<file path="src/design/esp_link_pkg.sv">
package esp_link_pkg;

  typedef logic [7:0] byte_t;

  // command opcodes
  localparam byte_t op_get_cookie  = 8'd0;
  localparam byte_t op_bram_poke   = 8'd1;
  localparam byte_t op_bram_peek   = 8'd2;
  localparam byte_t op_get_version = 8'd15;
  localparam byte_t op_set_led     = 8'd26;
  localparam byte_t op_get_config  = 8'd27;

  localparam byte_t cookie = 8'hAF;

  localparam logic [2:0] version_major = 3'd0;
  localparam logic [4:0] version_minor = 5'd3;
  localparam byte_t version = {version_major, version_minor};

  localparam int bram_aw    = 12;
  localparam int bram_depth = 1 << bram_aw;

  // register indices in the register region
  localparam logic [1:0] reg_led    = 2'd0;
  localparam logic [1:0] reg_config = 2'd1;

  localparam logic region_ram = 1'b0;
  localparam logic region_reg = 1'b1;

  typedef struct packed {
    logic               region;
    logic [bram_aw-1:0] offset;
  } ram_view_t;

  typedef struct packed {
    logic       region;
    logic [9:0] unused;
    logic [1:0] index;
  } reg_view_t;

  // one bus address, two decodings selected by the region bit
  typedef union packed {
    ram_view_t as_ram;
    reg_view_t as_reg;
  } wb_addr_t;

  typedef enum logic {
    idle,
    read_params
  } state_t;

endpackage

</file>
<file path="src/design/spi_byte_port.sv">
`timescale 1ns/10ps

module spi_byte_port (
  input  logic                clk,
  input  logic                reset,
  input  logic                cs_n,
  input  logic                sck,
  input  logic                mosi,
  input  esp_link_pkg::byte_t tx_byte,
  output logic                miso,
  output esp_link_pkg::byte_t rx_byte,
  output logic                rx_valid
);
  import esp_link_pkg::*;

  logic [2:0] sck_r;  // two sync stages plus one for edge detect
  logic [1:0] cs_r;
  logic [1:0] mosi_r;
  logic       sck_rise;
  logic       sck_fall;
  logic       selected;
  logic [2:0] bit_cnt;
  byte_t      tx_sr;  // reply shift register

  assign sck_rise = (sck_r[2:1] == 2'b01);
  assign sck_fall = (sck_r[2:1] == 2'b10);
  assign selected = ~cs_r[1];

  always_ff @(posedge clk) begin
    if (reset) begin
      sck_r <= '0;
      cs_r  <= '1;  // start deselected
    end else begin
      sck_r <= {sck_r[1:0], sck};
      cs_r  <= {cs_r[0], cs_n};
    end
  end

  always_ff @(posedge clk) begin
    mosi_r <= {mosi_r[0], mosi};
    if (selected && sck_rise)
      rx_byte <= {rx_byte[6:0], mosi_r[1]};  // msb first
  end

  always_ff @(posedge clk) begin
    if (reset) begin
      bit_cnt  <= '0;
      rx_valid <= 1'b0;
      tx_sr    <= '0;
    end else begin
      rx_valid <= 1'b0;
      if (!selected) begin
        bit_cnt <= '0;
      end else begin
        if (sck_rise) begin
          bit_cnt <= bit_cnt + 3'd1;
          if (bit_cnt == 3'd7)
            rx_valid <= 1'b1;  // byte complete
        end
        // first falling edge of a byte picks up the pending reply
        if (sck_fall)
          tx_sr <= (bit_cnt == 3'd1) ? tx_byte : {tx_sr[6:0], 1'b0};
      end
    end
  end

  assign miso = selected & tx_sr[7];  // held low while deselected

endmodule

</file>
<file path="config.mk">
export PLATFORM = sky130hd
export DESIGN_NAME = spi_byte_port
export DESIGN_NICKNAME = d
export VERILOG_FILES = /design/src/design/esp_link_pkg.sv /design/src/design/spi_byte_port.sv
export SDC_FILE = /design/constraint.sdc
export NUM_CORES = 1
export LEC_CHECK = 0
export BUFFER_PORTS_ARGS = -buffer_cell sky130_fd_sc_hd__clkbuf_2
export CAP_MARGIN = 20
export CORE_AREA = 2 2 40 56
export DETAILED_ROUTE_END_ITERATION = 8
export DIE_AREA = 0 0 42 58
export PLACE_DENSITY = 0.8
export SYNTH_ARGS = -nofsm -noshare
export SYNTH_HDL_FRONTEND = slang
export SYNTH_SLANG_ARGS = --single-unit
export TNS_END_PERCENT = 30
</file>
<file path="constraint.sdc">
create_clock -name clk -period 2.3 [get_ports clk]
set_input_delay 0.345 -clock clk [delete_from_list [all_inputs] [get_ports clk]]
set_output_delay 0.345 -clock clk [all_outputs]
set_load 0.01 [all_outputs]
</file>
After elaboration in Yosys (flattened, before gate mapping)
Index checks and enable logic that the tools add are counted.
Cells by class
  reduce and logical (&&, ||, !) cells: 4
  bitwise gates (word level): 3
  eq/ne operators: 4
  muxes and demuxes: 2
  $add $sub $neg: 1
Operator list (count)
  two-way mux 8 bit: 1
  adder 3 x 1 -> 3 bit, second input constant: 1
  equality test 3 x 1 -> 1 bit, second input constant: 1
  equality test 3 bit, second input constant: 1
  OR reduction 3 bit: 1
  equality test 2 x 1 -> 1 bit, second input constant: 1
  equality test 2 bit, second input constant: 1
  inverter 1 bit: 2
  AND reduction 2 bit: 1
  OR reduction 2 bit: 1
  bitwise AND 1 bit: 1
  logical AND 1 bit: 1
  two-way mux 1 bit: 1
Storage, ports and cells
  output and inout port bits: 10
  register bits after elaboration: 27

Logic depth before layout (Yosys ltp)
  word-level depth: 3
  mapped depth: 6

Least setup slack after synthesis
No wires, ideal clock.
  path type: reg-to-reg
  start point: register sck_r[1]
  end point: register rx_byte[0] (enable)
  data required time: 1.972 ns
  clock period less this slack: 1.244 ns
  stages on the path, launching flop included: 4
  buffers on the path: 1
  arrival: 0.916 ns
  library setup time: 0.328 ns
  path slack: 1.056 ns
  path through: dfxtp_1 > nor2b_1 > buf_2 > and2b_1
Between the ends
  cells in the longest elaborated chain, start to end: 2
RTL lines
  start: declaration: RTL line spi_byte_port.sv:16  | logic [2:0] sck_r;
  start signal: assignment: RTL line spi_byte_port.sv:34  | sck_r <= {sck_r[1:0], sck};
  equality test 2 x 1 -> 1 bit: RTL line spi_byte_port.sv:25  | assign sck_rise = (sck_r[2:1] == 2'b01);
  logical AND 1 bit: RTL line spi_byte_port.sv:41  | if (selected && sck_rise)
  end signal: assignment: RTL line spi_byte_port.sv:42  | rx_byte <= {rx_byte[6:0], mosi_r[1]};
  end: declaration: RTL line spi_byte_port.sv:11  | output esp_link_pkg::byte_t rx_byte,
No other way between the ends.
A chain may end at the register's enable or synchronous reset.

Worst setup path after layout
  start point: register sck_r[1]
  end point: register rx_byte[3] (enable)
Same word-level chain as after synthesis.

==> out/results.ini <==
[clock_tree]
cts_buffer_depth = 2
cts_tree = done
post-cts-setup-buffers = 0
cts_resized = 0
clk_pin_slew_ns = 0.13
clkLatencyLatePin_ns = 0.32
htreeDepth = 1
numClockSinks = 27
cts_buffers = 3
hold_buffers = 0
root_buffer = clkbuf_4

[setup_path]
cp_max_fo = 8
critPathLaunch = sck_r[1]
critPathLaunchType = register
cp_cell_sequence = nor2b_1, and2b_1
r2r_slack_ns = 0.74
crit_required_ns = 2.30
crit_type = reg2reg
slowest_delay_ns = 0.44
arrival_ns = 1.56
crit_slowest_cell = nor2b_1
reg2regPathDepth = 2
reg2reg_to = rx_byte[3]
setup.worst_path.end = rx_byte[3]
endpoint_kind = register
r2r_start = sck_r[1]

[synth]
syn-instance-count = 77
syn_area_per_cell_um2 = 13.0
ys_seq_area_frac = 0.620
syn_nets = 93
netlist.top_cell.by_area = dfxtp_1
yosys-top-cells-area = dfxtp_1 38%, edfxtp_1 24%, mux2i_1 8.0%, a211oi_1 3.8%, ha_1 3.8%
yosysUniqueCellTypes = 22
yosysWarningCount = 0
synth_top_area_frac = 0.380
synth_seq_cells = 27
syn_area_um2 = 1000

[pwr]
p_sw_w = 0.000143
clockPowerShare = 0.269
intPower_w = 0.000577
pwr-share-seq = 0.694
p_leak_nw = 0.485
p_comb_frac = 0.037
power.total_w = 0.000720
p_per_area_nw_per_um2 = 632
peakVddDrop_mv = 0.403
switching_share = 0.198

[final_layout]
synthToLayoutAreaGrowth_pct = 13.7
n_fill_cell = 163
insertedDiodeCount = 0
nets = 116
drive_above_1_share = 0.313
final_common_cell = clkbuf_2
stdcell_area_um2 = 1140
mostFrequentLayoutCells = 22 x clkbuf_2, 19 x dfxtp_1, 9 x nor2_1

[drt]
postRouteAntennaNets = 0
wl_met3_um = 58
avgRoutedWirePerCell_um = 13.3
m1WireLength_um = 630
drt-initial-drc-count = 4
drc = 0
drt_wl_total_um = 1590
highest_layer = met4
dr_total_vias = 626
vias_per_cell = 5.22
first_pass_iters = 4
met2_length_um = 827

[die]
fp-row-count = 19
die_y_um = 58
pin_count = 23
dieWidth_um = 42
coreArea_um2 = 1930
die_area_um2 = 2440
start_util = 0.520

[sta]
maxSlewHeadroom = 0.592
finalClockSkew_ns = 0.00205
hold_viol_final = 0
finalCritPeriodShare = 0.679
rsz0062_at_grt = no
tns_ns = 0
finalSetupViolations = 0
worst_slew_pin_slew_ns = 0.612
final.setup.worst_slack_ns = 0.738
drv_slew = 0
min_period_ns = 1.56
fmax_ghz = 0.640

[place]
dpl_cell_area_um2 = 1110
hpwl_um = 1180
port-buffer-count = 22
place_congestion = 0.692
post-place-ws_ns = 0.752

[global_route]
grt_max_degree = 18
grt_pass1_vias = 646
grt_pass1_wl_um = 2660
grt_overflow = 0
grt_use_total = 0.150
grt_antenna_before_repair = 0

[run]
cap_violations = 0

[outcome]
outcome = finished, final reports clean

[min_path]
hold_depth = 1
hp-class = in2reg

cells by family after synthesis:
kind of cell	synth area share
muxes	0.0800
DFF	0.620
adders and majority gates	0.0375
AOI/OAI and AO/OA	0.0825
xor gates and xnor gates	0.00875
and+or+nand+nor	0.142
buffers and inverters	0.0287
routing by layer:
| layer | up-vias | track usage |
|---|---|---|
| li1 | 315 | - |
| met1 | 287 | 0.152 |
| met2 | 18 | 0.250 |
| met3 | 6 | 0.0374 |
| met4 | 0 | 0.138 |
| met5 | - | 0 |
area by class of cell:
cell class	instances	area, µm²	share of cell area
clock buffer	4	26.3	0.0231
inverter	1	3.75	0.00330
multi-input combinational	45	352	0.309
sequential	27	621	0.545
tap	21	26.3	0.0231
timing repair buffer	22	110	0.0967
how the worst min path moves through the flow:
| stage | startpoint | endpoint |
|---|---|---|
| 6_report | mosi | mosi_r[0] |
| 5_1_grt | mosi | mosi_r[0] |
| 4_1_cts | mosi | mosi_r[0] |
| 3_5_place_dp | mosi_r[0] | mosi_r[1] |
| 3_3_place_gp | mosi_r[0] | mosi_r[1] |
| 2_1_floorplan | mosi_r[0] | mosi_r[1] |
worst max-delay path: cells and delay by family (launching register included):
family | cells | cell delay [ns]
flops | 1 | 0.40
simple gates | 2 | 0.85
power by group through the flow:
stage / registers (W) / logic [W] / clock network [W]
2_1_floorplan: 0.000509 / 0.0000136 / 0
3_3_place_gp: 0.000510 / 0.0000259 / 0
3_5_place_dp: 0.000510 / 0.0000269 / 0
4_1_cts: 0.000500 / 0.0000272 / 0.000202
5_1_grt: 0.000501 / 0.0000293 / 0.000216
6_report: 0.000499 / 0.0000265 / 0.000194
metrics by stage:
stage	instances	utilization	hold slack, ns
3_5_place_dp	116	0.578	0.312
2_1_floorplan	77	-	0.310
4_1_cts	120	0.591	0.108
5_1_grt	120	0.591	0.0967
3_3_place_gp	116	0.578	0.312
6_report	120	0.591	0.119
state kept, by name, indices dropped and copies added, names as in the netlist:
signal and flops:
rx_byte 8, tx_sr 8, bit_cnt 3, sck_r 3
cs_r 2, mosi_r 2, rx_valid 1
Yosys cell counts (all sizes together):
cell type  number
and3            1
a21oi           1
nand4b          1
a211oi          7
nor3            2
edfxtp          8
xnor2           1
dfxtp          19
buf             3
mux2i           8
clkbuf          1
and2b           2
a2111oi         1
ha              3
inv             1
nand2b          2
nor2            9
or2             2
nor2b           4
nor3b           1
Note: power is estimated with default switching activity, not from simulation.
