[src/design/esp_link_pkg.sv]
package esp_link_pkg;

  typedef logic [7:0] byte_t;

  // command opcodes
  localparam byte_t op_get_cookie  = 8'd0;
  localparam byte_t op_bram_poke   = 8'd1;
  localparam byte_t op_bram_peek   = 8'd2;
  localparam byte_t op_get_version = 8'd15;
  localparam byte_t op_set_led     = 8'd26;
  localparam byte_t op_get_config  = 8'd27;

  localparam byte_t cookie = 8'hAF;

  localparam logic [2:0] version_major = 3'd0;
  localparam logic [4:0] version_minor = 5'd3;
  localparam byte_t version = {version_major, version_minor};

  localparam int bram_aw    = 12;
  localparam int bram_depth = 1 << bram_aw;

  // register indices in the register region
  localparam logic [1:0] reg_led    = 2'd0;
  localparam logic [1:0] reg_config = 2'd1;

  localparam logic region_ram = 1'b0;
  localparam logic region_reg = 1'b1;

  typedef struct packed {
    logic               region;
    logic [bram_aw-1:0] offset;
  } ram_view_t;

  typedef struct packed {
    logic       region;
    logic [9:0] unused;
    logic [1:0] index;
  } reg_view_t;

  // one bus address, two decodings selected by the region bit
  typedef union packed {
    ram_view_t as_ram;
    reg_view_t as_reg;
  } wb_addr_t;

  typedef enum logic {
    idle,
    read_params
  } state_t;

endpackage

[src/design/wb_if.sv]
`timescale 1ns/10ps

interface wb_if;
  import esp_link_pkg::*;

  logic     cyc;
  logic     stb;
  logic     we;
  wb_addr_t adr;
  byte_t    dat_w;
  byte_t    dat_r;
  logic     ack;

  // parser side
  modport master (
    output cyc, stb, we, adr, dat_w,
    input  dat_r, ack
  );

  // register and RAM target
  modport slave (
    input  cyc, stb, we, adr, dat_w,
    output dat_r, ack
  );

endinterface

[src/design/cmd_parser.sv]
`timescale 1ns/10ps

module cmd_parser (
  input  logic                clk,
  input  logic                reset,
  input  esp_link_pkg::byte_t rx_byte,
  input  logic                rx_valid,
  input  logic [3:0]          conf,
  output esp_link_pkg::byte_t tx_byte,
  output logic                spi_error,
  wb_if.master                wb
);
  import esp_link_pkg::*;

  state_t     state;
  byte_t      opcode;
  byte_t      addr_lo;
  byte_t      addr_hi;
  logic [1:0] param_cnt;  // parameter bytes still expected
  logic [1:0] idx;
  byte_t      cur_op;
  wb_addr_t   cmd_adr;

  // opcode of the command being completed by rx_byte
  assign cur_op = (state == idle) ? rx_byte : opcode;

  // bus address for that command, built through the union views
  always_comb begin
    cmd_adr = '0;
    case (cur_op)
      op_bram_poke: begin
        cmd_adr.as_ram.region = region_ram;
        cmd_adr.as_ram.offset = {addr_hi[bram_aw-9:0], addr_lo};  // upper nibble dropped
      end
      op_bram_peek: begin
        cmd_adr.as_ram.region = region_ram;
        cmd_adr.as_ram.offset = {rx_byte[bram_aw-9:0], addr_lo};  // high byte arrives last
      end
      op_get_config: begin
        cmd_adr.as_reg.region = region_reg;
        cmd_adr.as_reg.index  = reg_config;
      end
      default: begin
        cmd_adr.as_reg.region = region_reg;
        cmd_adr.as_reg.index  = reg_led;
      end
    endcase
  end

  always_ff @(posedge clk) begin
    if (reset) begin
      state     <= idle;
      param_cnt <= '0;
      idx       <= '0;
      wb.cyc    <= 1'b0;
      wb.stb    <= 1'b0;
      tx_byte   <= '0;
      spi_error <= 1'b0;
    end else begin
      if (wb.cyc && wb.ack) begin
        wb.cyc <= 1'b0;
        wb.stb <= 1'b0;
        if (!wb.we)
          tx_byte <= wb.dat_r;  // peek or config reply
      end

      if (rx_valid) begin
        case (state)
          idle: begin
            opcode <= rx_byte;
            idx    <= '0;
            case (rx_byte)
              op_get_cookie:  tx_byte <= cookie;
              op_get_version: tx_byte <= version;
              op_get_config: begin
                wb.cyc <= 1'b1;
                wb.stb <= 1'b1;
                wb.we  <= 1'b0;
                wb.adr <= cmd_adr;
              end
              op_bram_poke: begin
                param_cnt <= 2'd3;  // addr lo, addr hi, data
                state     <= read_params;
              end
              op_bram_peek: begin
                param_cnt <= 2'd2;
                state     <= read_params;
              end
              op_set_led: begin
                param_cnt <= 2'd1;
                state     <= read_params;
              end
              default: spi_error <= 1'b1;  // sticky until reset
            endcase
          end
          read_params: begin
            idx       <= idx + 2'd1;
            param_cnt <= param_cnt - 2'd1;
            if (idx == 2'd0)
              addr_lo <= rx_byte;
            if (idx == 2'd1)
              addr_hi <= rx_byte;
            if (param_cnt == 2'd1) begin
              // last parameter, launch the bus cycle
              state    <= idle;
              wb.cyc   <= 1'b1;
              wb.stb   <= 1'b1;
              wb.we    <= (opcode != op_bram_peek);
              wb.adr   <= cmd_adr;
              wb.dat_w <= rx_byte;
            end
          end
          default: state <= idle;
        endcase
      end
    end
  end

endmodule

[src/flat_wrapper.sv]
// flat-port wrapper written by rule: the top's interface ports become plain ports
module cmd_parser_flat import esp_link_pkg::*;
  (clk, reset, rx_byte, rx_valid, conf, tx_byte, spi_error, wb_cyc, wb_stb, wb_we, wb_adr, wb_dat_w, wb_dat_r, wb_ack);
  wb_if wb_i ();
  input  logic clk;
  input  logic reset;
  input  esp_link_pkg::byte_t rx_byte;
  input  logic rx_valid;
  input  logic [3:0] conf;
  output esp_link_pkg::byte_t tx_byte;
  output logic spi_error;
  output wire logic [$bits(wb_i.cyc)-1:0] wb_cyc;
  output wire logic [$bits(wb_i.stb)-1:0] wb_stb;
  output wire logic [$bits(wb_i.we)-1:0] wb_we;
  output wire logic [$bits(wb_i.adr)-1:0] wb_adr;
  output wire logic [$bits(wb_i.dat_w)-1:0] wb_dat_w;
  input wire logic [$bits(wb_i.dat_r)-1:0] wb_dat_r;
  input wire logic [$bits(wb_i.ack)-1:0] wb_ack;
  assign wb_cyc = wb_i.cyc;
  assign wb_stb = wb_i.stb;
  assign wb_we = wb_i.we;
  assign wb_adr = wb_i.adr;
  assign wb_dat_w = wb_i.dat_w;
  assign wb_i.dat_r = wb_dat_r;
  assign wb_i.ack = wb_ack;
  cmd_parser u_core (.clk(clk), .reset(reset), .rx_byte(rx_byte), .rx_valid(rx_valid), .conf(conf), .tx_byte(tx_byte), .spi_error(spi_error), .wb(wb_i));
endmodule
[config.mk]
export PLATFORM = sky130hd
export DESIGN_NAME = cmd_parser_flat
export DESIGN_NICKNAME = d
export VERILOG_FILES = /design/src/design/esp_link_pkg.sv /design/src/design/wb_if.sv /design/src/design/cmd_parser.sv /design/src/flat_wrapper.sv
export SDC_FILE = /design/constraint.sdc
export NUM_CORES = 1
export LEC_CHECK = 0
export BUFFER_PORTS_ARGS = -buffer_cell sky130_fd_sc_hd__buf_2
export CAP_MARGIN = 20
export CORE_ASPECT_RATIO = 1.25
export CORE_UTILIZATION = 51
export CTS_CLUSTER_DIAMETER = 150
export CTS_CLUSTER_SIZE = 10
export DETAILED_ROUTE_END_ITERATION = 16
export MAX_ROUTING_LAYER = met4
export PLACE_DENSITY = 0.77
export SYNTH_ARGS = -nofsm -noshare
export SYNTH_HDL_FRONTEND = slang
export SYNTH_SLANG_ARGS = --single-unit
[constraint.sdc]
create_clock -name clk -period 2 [get_ports clk]
set_input_delay 0 -clock clk [delete_from_list [all_inputs] [get_ports clk]]
set_output_delay 0 -clock clk [all_outputs]
set_load 0.01 [all_outputs]
==> Word level (Yosys, flattened, before mapping) <==
Index checks and enable logic that the tools add are counted.
{ "totals": {"reg_bits": 58, "out_inout_bits": 33} }
{ "op_classes": {"reduce_logical": 13, "n_eq_ne": 14, "addsub": 2, "bitwise": 3, "muxes": 31} }
{ "op_table": {"columns": ["op", "n"], "rows": [
  ["2-to-1 mux 8 bit", 5],
  ["2-to-1 mux 13 bit", 2],
  ["case mux 13 bit (2 select lines)", 1],
  ["== test 8 x 5 -> 1 bit (second input constant)", 3],
  ["case mux 10 bit (2 select lines)", 1],
  ["== test 8 x 1 -> 1 bit (second input constant)", 2],
  ["== test 8 x 2 -> 1 bit (second input constant)", 2],
  ["case mux 8 bit (2 select lines)", 1],
  ["AND reduction 4 bit", 4],
  ["2-to-1 mux 1 bit", 13],
  ["case mux 2 bit (2 select lines)", 3],
  ["== test 8 x 4 -> 1 bit (second input constant)", 1],
  ["zero test 8 bit", 1],
  ["!= test 8 x 2 -> 1 bit (second input constant)", 1],
  ["case mux 1 bit (2 select lines)", 4],
  ["case mux 2 bit (3 select lines)", 1],
  ["OR reduction 6 bit", 1],
  ["== test 2 x 1 -> 1 bit (second input constant)", 2],
  ["!= test 2 bit (second input constant)", 2],
  ["!= test 4 bit (second input constant)", 1],
  ["AND reduction 2 bit", 2],
  ["inverter 1 bit", 3],
  ["AND reduction 3 bit", 1],
  ["OR reduction 3 bit", 1],
  ["5 further kinds", 5]
]} }

==> Depth between registers and ports, before layout <==
Gate-level depths: netlist of run 1.
{ "depth": {"depth_word": 6, "ltp_mapped": 6, "ltp_nobuf": 6} }

==> Worst setup path before layout of run 1 <==
Ideal clock, no wire load.
{ "synth_path": {"kind": "register to register", "startpoint": "register u_core.state", "endpoint": "register u_core.wb.adr[0] (enable)", "n_path_buf": 2, "arrival_ns": 1.369, "path_stages_with_launch": 6, "slack_ns": 0.277, "cell_sequence": "dfxtp_1 > buf_2 > buf_2 > o41ai_2 > nand2_1 > inv_1"} }
{ "synth_via": {"elab_chain_cells": 3} }
{ "synth_lines": {"columns": ["element", "line", "source"], "rows": [
  ["start, declared", "cmd_parser.sv:15", "state_t state;"],
  ["start signal, assigned", "cmd_parser.sv:52", "state <= idle;"],
  ["start signal, assigned", "cmd_parser.sv:83", "state <= read_params;"],
  ["start signal, assigned", "cmd_parser.sv:87", "state <= read_params;"],
  ["inverter 1 bit", "cmd_parser.sv:68", "case (state)"],
  ["!= test 2 bit (no source line)", null, null],
  ["AND reduction 4 bit (no source line) *", null, null],
  ["end signal, assigned", "cmd_parser.sv:79", "wb.adr <= cmd_adr;"],
  ["end signal, assigned", "cmd_parser.sv:109", "wb.adr <= cmd_adr;"],
  ["end, declared", "wb_if.sv:16", "output cyc, stb, we, adr, dat_w,"]
]} }
Every way passes the cells marked *; elsewhere a longest branch is shown, timed or not.
A chain may end at the register's enable or synchronous reset.

==> Worst setup path in the final report of run 1 <==
{ "layout_path": {"startpoint": "input port rx_byte[5]", "endpoint": "register u_core.wb.adr[1] (enable)"} }
{ "layout_via": {"elab_chain_cells": 3} }
{ "layout_lines": {"columns": ["element", "line", "source"], "rows": [
  ["start, declared", "flat_wrapper.sv:7", "input esp_link_pkg::byte_t rx_byte;"],
  ["== test 8 x 5 -> 1 bit", "cmd_parser.sv:72", "case (rx_byte)"],
  ["!= test 2 bit (no source line)", null, null],
  ["AND reduction 4 bit (no source line)", null, null]
]} }
Every way passes these cells.

==> flow_summary.json, run 1 <==
{
  "grt_pass1_vias": 1571,
  "hold_path.class": "in2reg",
  "die_height_um": 80.75,
  "post_drt_wl_per_cell_um": 14.57,
  "row_count": 28,
  "syn2layout_area_growth_pct": 24.83,
  "syn_area_mm2": 0.002530,
  "clockRootBuffer": "clkbuf_8",
  "drv_slew": 0,
  "diodes": 0,
  "multi_input_area_um2": 864.6,
  "p_per_area_mw_per_mm2": 756.6,
  "start_util": 0.5310,
  "seq_area_mm2": 0.001582,
  "coreArea_mm2": 0.004765,
  "synth_seq_cells": 58,
  "drt_iter0_drc": 143,
  "critPathRequiredTime_ns": 2.04,
  "fin_setup_tns_ns": 0,
  "cts_sinks": 58,
  "path_clk_slew_ns": 0.06,
  "synthesis.nets": 222,
  "synth_top_cell_area_share": 0.4985,
  "yosys.area.top_type": "edfxtp_1",
  "viasPerCell": 5.297,
  "grt_max_degree": 19,
  "totalWireLength_mm": 4.809,
  "fin_skew_ns": 0.004393,
  "finalSetupViolCount": 0,
  "synth.most_common_cell": "edfxtp_1",
  "worstSkewPairLatency_ns": 0.33,
  "yosys_warnings": 0,
  "grt_use_total": 0.2066,
  "netlist_instances": 195,
  "period_needed_ns": 1.945,
  "final_core_util": 0.6628,
  "synth-seq-area-share": 0.6251,
  "ys_types": 46,
  "die-area_mm2": 0.005248,
  "synth_edf_count": 42,
  "path_class": "in2reg",
  "start_kind": "primary input",
  "postCtsResizedCells": 0,
  "cts_buffers": 9,
  "die_w_um": 65.00,
  "drive_above_1_share": 0.3222,
  "worstPathMaxFanout": 14,
  "status": "completed",
  "route.vias.total": 1748,
  "max_freq_mhz": 514.1,
  "hold_viol_final": 0,
  "rsz0062_at_grt": "no",
  "gp_congestion": 0.8187,
  "io_buffers": 52,
  "pin_count": 57,
  "nets": 292,
  "slew_headroom": 0.6554,
  "synth_commonest_cells": "edfxtp_1 (42), nor2_1 (17), dfxtp_1 (16)",
  "cts_tree": "done",
  "htreeDepth": 3,
  "antenna_found_initial": 0,
  "final_antenna_net_count": 0,
  "grt-ovfl-total": 0,
  "drcViolationCount": 0,
  "synth_flop_cell": "edfxtp_1",
  "peakVddDrop_v": 0.0005357,
  "fin_crit_sh": 0.9726,
  "synth.avg_cell_area_um2": 12.97,
  "worstMarginPinSlew_ns": 0.5154,
  "cp-end-kind": "register",
  "fillers": 378,
  "holdBufCountCts": 10,
  "grt_pass1_wl_mm": 7.562,
  "synthTopCellsByArea": "edfxtp_1 (50%), dfxtp_1 (13%), mux2i_1 (4.4%), mux2_2 (3.1%), nor2_1 (2.5%)",
  "dr.pass1.iters": 4,
  "async_flop_share": 0,
  "post_cts_buffers": 0,
  "dp_hpwl_mm": 3.266,
  "cap_violations": 0,
  "p_leak_nw": 1.327,
  "arrival_ns": 1.98,
  "cts_buffer_depth": 2
}
[registers in the layout, summed over array words and instances, names as in the netlist]
register          count
u_core.wb.we          1
u_core.idx            2
u_core.wb.cyc         1
u_core.spi_error      1
u_core.addr_hi        4
u_core.opcode         8
u_core.wb.adr        13
u_core.tx_byte        8
u_core.addr_lo        8
u_core.wb.stb         1
u_core.state          1
u_core.wb.dat_w       8
u_core.param_cnt      2
[report_power, final]
group          leakage, nW  internal [W]  switching (W)
sequential           0.527       0.00129     0.00000494
clock               0.0945      0.000541       0.000419
combinational        0.705     0.0000588      0.0000719
[layout make-up]
| type | instances | area share |
|---|---|---|
| clock buffer | 13 | 0.05349 |
| clock inverter | 3 | 0.003962 |
| inverter | 10 | 0.01189 |
| multi-input combinational | 118 | 0.2738 |
| sequential | 58 | 0.5008 |
| tap | 60 | 0.02377 |
| timing repair buffer | 68 | 0.1323 |
[critical path: stages]
cell           delay [ns]
dlygate4sd3_1        0.53
buf_2                0.15
or4b_4               0.60
o41ai_2              0.29
nand2_1              0.14
inv_1                0.11
buf_12               0.15
[layer usage]
| layer | global-route usage | wire length (um) | vias up |
|---|---|---|---|
| met3 | 0.06320 | 188 | 9 |
| met5 | - | 0 | - |
| met2 | 0.3354 | 2481 | 42 |
| met4 | 0.08889 | 78 | 0 |
| met1 | 0.2358 | 2061 | 842 |
| li1 | - | - | 855 |
[cells by family after synthesis]
family | share of synthesized area
compound gates | 0.08854
xor+xnor | 0.003463
fa+ha+maj | 0.01484
buf+inv | 0.03314
flops | 0.6251
mux | 0.08061
simple gates | 0.1543
[cells in the final DEF, fill, tap and decap left out, types with 2 or more instances in the layout]
cell | synthesis | routed
nor2_1 | 17 | 17
nor4_1 | 2 | 2
a21oi_1 | 6 | 6
mux2_2 | 7 | 7
edfxtp_1 | 42 | 42
nor3_1 | 2 | 2
buf_2 | 4 | 52
nand3_1 | 5 | 5
nand3b_1 | 4 | 4
nor2b_1 | 2 | 2
ha_1 | 3 | 3
nand2b_1 | 7 | 7
o21a_1 | 4 | 4
inv_1 | 10 | 10
and2_1 | 10 | 10
dfxtp_1 | 16 | 16
and3_1 | 4 | 4
mux2i_1 | 11 | 11
nand2_1 | 6 | 6
a22oi_1 | 4 | 4
clkbuf_8 | 0 | 12
clkinv_1 | 0 | 2
dlygate4sd3_1 | 0 | 10
buf_4 | 0 | 5
[worst paths after layout]
check,from,to,slack [ns],cells past startpoint
worst min-delay path,reset,u_core.tx_byte[7],0.03,2
worst min register to register,u_core.spi_error,u_core.spi_error,0.45,2
worst max register to register,u_core.state,u_core.wb.adr[4],0.27,4
worst max-delay path,rx_byte[5],u_core.wb.adr[1],0.05,7
[through the flow]
| stage | worst slack [ns] | cells | instance area, um^2 | total power, W | hold WS [ns] |
|---|---|---|---|---|---|
| finish | 0.05478 | 330 | 3158 | 0.002389 | 0.02912 |
| global route | 0.002840 | 330 | 3158 | 0.002479 | 0.02270 |
| CTS | 0.07301 | 330 | 3158 | 0.002407 | 0.01620 |
| detailed placement | 0.2682 | 304 | 2877 | 0.001438 | 0.2467 |
| global placement | 0.2798 | 304 | 2877 | 0.001435 | 0.2309 |
| floorplan | 0.2769 | 195 | 2530 | 0.001387 | 0.09887 |
Power figures use the tool's default switching activity.
==> run 2: changes to the inputs <==
--- a/config.mk
+++ b/config.mk
@@ -7,13 +7,15 @@
 export LEC_CHECK = 0
 export BUFFER_PORTS_ARGS = -buffer_cell sky130_fd_sc_hd__buf_2
 export CAP_MARGIN = 20
+export CELL_PAD_IN_SITES_DETAIL_PLACEMENT = 0
+export CELL_PAD_IN_SITES_GLOBAL_PLACEMENT = 1
 export CORE_ASPECT_RATIO = 1.25
-export CORE_UTILIZATION = 51
+export CORE_UTILIZATION = 42
 export CTS_CLUSTER_DIAMETER = 150
 export CTS_CLUSTER_SIZE = 10
 export DETAILED_ROUTE_END_ITERATION = 16
 export MAX_ROUTING_LAYER = met4
-export PLACE_DENSITY = 0.77
+export PLACE_DENSITY = 0.79
 export SYNTH_ARGS = -nofsm -noshare
 export SYNTH_HDL_FRONTEND = slang
 export SYNTH_SLANG_ARGS = --single-unit
==> flow_summary.json, run 2 (synthesized netlist as in run 1, its figures left out) <==
{
  "final_antenna_net_count": 0,
  "status": "completed",
  "cts_buffers": 9,
  "clockRootBuffer": "clkbuf_8",
  "grt_use_total": 0.1675,
  "hold_viol_final": 0,
  "regMostFlops": "u_core.wb.adr",
  "path_class": "in2reg",
  "viasPerCell": 5.065,
  "start_util": 0.4348,
  "cp_slowest_stage_delay_ns": 0.60,
  "p_comb_frac": 0.054,
  "peakVddDrop_v": 0.0004402,
  "route.vias.total": 1722,
  "drt_iter0_drc": 92,
  "cts_tree": "done",
  "gp_congestion": 0.7701,
  "slowest_stage": "or4b_4",
  "fin_ws_ns": 0.05704,
  "finalSetupViolCount": 0,
  "dp.cells": 313,
  "fin_skew_ns": 0.008986,
  "clkPwrFrac": 0.427,
  "cp.buffers_inverters": 4,
  "post_drt_wl_per_cell_um": 13.88,
  "totalWireLength_mm": 4.720,
  "postCtsResizedCells": 0,
  "p_total_w": 0.002501,
  "path_clk_slew_ns": 0.07,
  "dr.pass1.iters": 5,
  "row_count": 31,
  "crit_chain": "dlygate4sd3_1 -> buf_2 -> or4b_4 -> o41ai_2 -> nand2_1 -> inv_1 -> buf_12",
  "power_frac_seq": 0.519,
  "max_freq_mhz": 514.7,
  "arrival_ns": 1.99,
  "grt-ovfl-total": 0,
  "p_per_area_mw_per_mm2": 777.8,
  "p_leak_nw": 1.351,
  "power.internal_w": 0.001937,
  "fin_crit_sh": 0.9715,
  "period_needed_ns": 1.943,
  "pin_count": 57,
  "die-area_mm2": 0.006340,
  "start_kind": "primary input",
  "cap_violations": 0,
  "placed_area_mm2": 0.002907,
  "pre_cts_ws_ns": 0.2609,
  "final_cell_area_mm2": 0.003216,
  "grt_pass1_vias": 1584,
  "slew_headroom": 0.6536,
  "grt_max_degree": 18,
  "nets": 296,
  "drv_slew": 0,
  "critPathRequiredTime_ns": 2.05,
  "swShare": 0.2254,
  "cp-end-kind": "register",
  "syn2layout_area_growth_pct": 27.10,
  "critical_path.top_delay_family": "buffers and inverters",
  "die_w_um": 71.42,
  "grt_pass1_wl_mm": 7.458,
  "cts_sinks": 58,
  "diodes": 0,
  "drcViolationCount": 0,
  "worstMarginPinSlew_ns": 0.5180,
  "switching_power_w": 0.0005637,
  "antenna_found_initial": 0,
  "fin_setup_tns_ns": 0,
  "mostFrequentLayoutCell": "buf_2",
  "htreeDepth": 3,
  "rsz0062_at_grt": "no",
  "hold_path.class": "in2reg",
  "worstSkewPairLatency_ns": 0.33,
  "die_height_um": 88.78,
  "mostFrequentLayoutCells": "buf_2 (52), edfxtp_1 (42), nor2_1 (17)",
  "drive_above_1_share": 0.3431,
  "dp_hpwl_mm": 3.302,
  "coreArea_mm2": 0.005818,
  "final_cells": 340,
  "io_buffers": 52,
  "largest_register_ffs": 13,
  "cts_buffer_depth": 2,
  "worstPathMaxFanout": 14
}
run 2: cell types whose count changed in the layout (fill, tap and decap cells not counted), sizes merged:
cell / change
buf: +4
bufinv: +1
clkbuf: -4
clkinv: +1
clkinvlp: +1
inv: +1
run 2: power groups by stage:
stage               Combinational (W)  Clock, W  Sequential [W]
CTS                          0.000137   0.00110         0.00130
global route                 0.000149   0.00114         0.00130
floorplan                   0.0000624         0         0.00132
finish                       0.000136   0.00107         0.00130
global placement             0.000120         0         0.00132
detailed placement           0.000121         0         0.00132
run 2: final cells by class:
type	instances	area, um^2
Fill cell	509	2603
Multi-Input combinational cell	118	864.6
Clock inverter	7	77.57
Timing Repair Buffer	72	447.9
Clock buffer	9	123.9
Sequential cell	58	1582
Inverter	10	37.54
Tap cell	66	82.58
run 2: through the flow:
stage          hold slack (ns)  utilization
2_1_floorplan          0.09887            -
3_3_place_gp            0.2423       0.4996
3_5_place_dp            0.2517       0.4996
4_1_cts                0.03961       0.5514
5_1_grt                0.04692       0.5527
6_report               0.05515       0.5527
run 2: what timing repair did:
action	in CTS	in global routing
hold buffers	10	0
hold endpoints to repair	15	0
setup buffers	0	1
endpoints found under the setup margin	0	10
run 2: worst paths after layout:
check	end	cells past startpoint	start	slack, ns
max	u_core.wb.adr[3]	7	rx_byte[5]	0.06
min	u_core.wb.dat_w[1]	1	rx_byte[1]	0.06
max reg2reg	u_core.wb.adr[1]	4	u_core.state	0.32
min reg2reg	u_core.spi_error	2	u_core.spi_error	0.45
run 2: metal layers:
| metal | GRT usage | up-vias | wire, um |
|---|---|---|---|
| li1 | - | 863 | - |
| met1 | 0.1847 | 806 | 2098 |
| met2 | 0.2736 | 48 | 2377 |
| met3 | 0.05125 | 5 | 179 |
| met4 | 0.08727 | 0 | 63 |
| met5 | - | - | 0 |
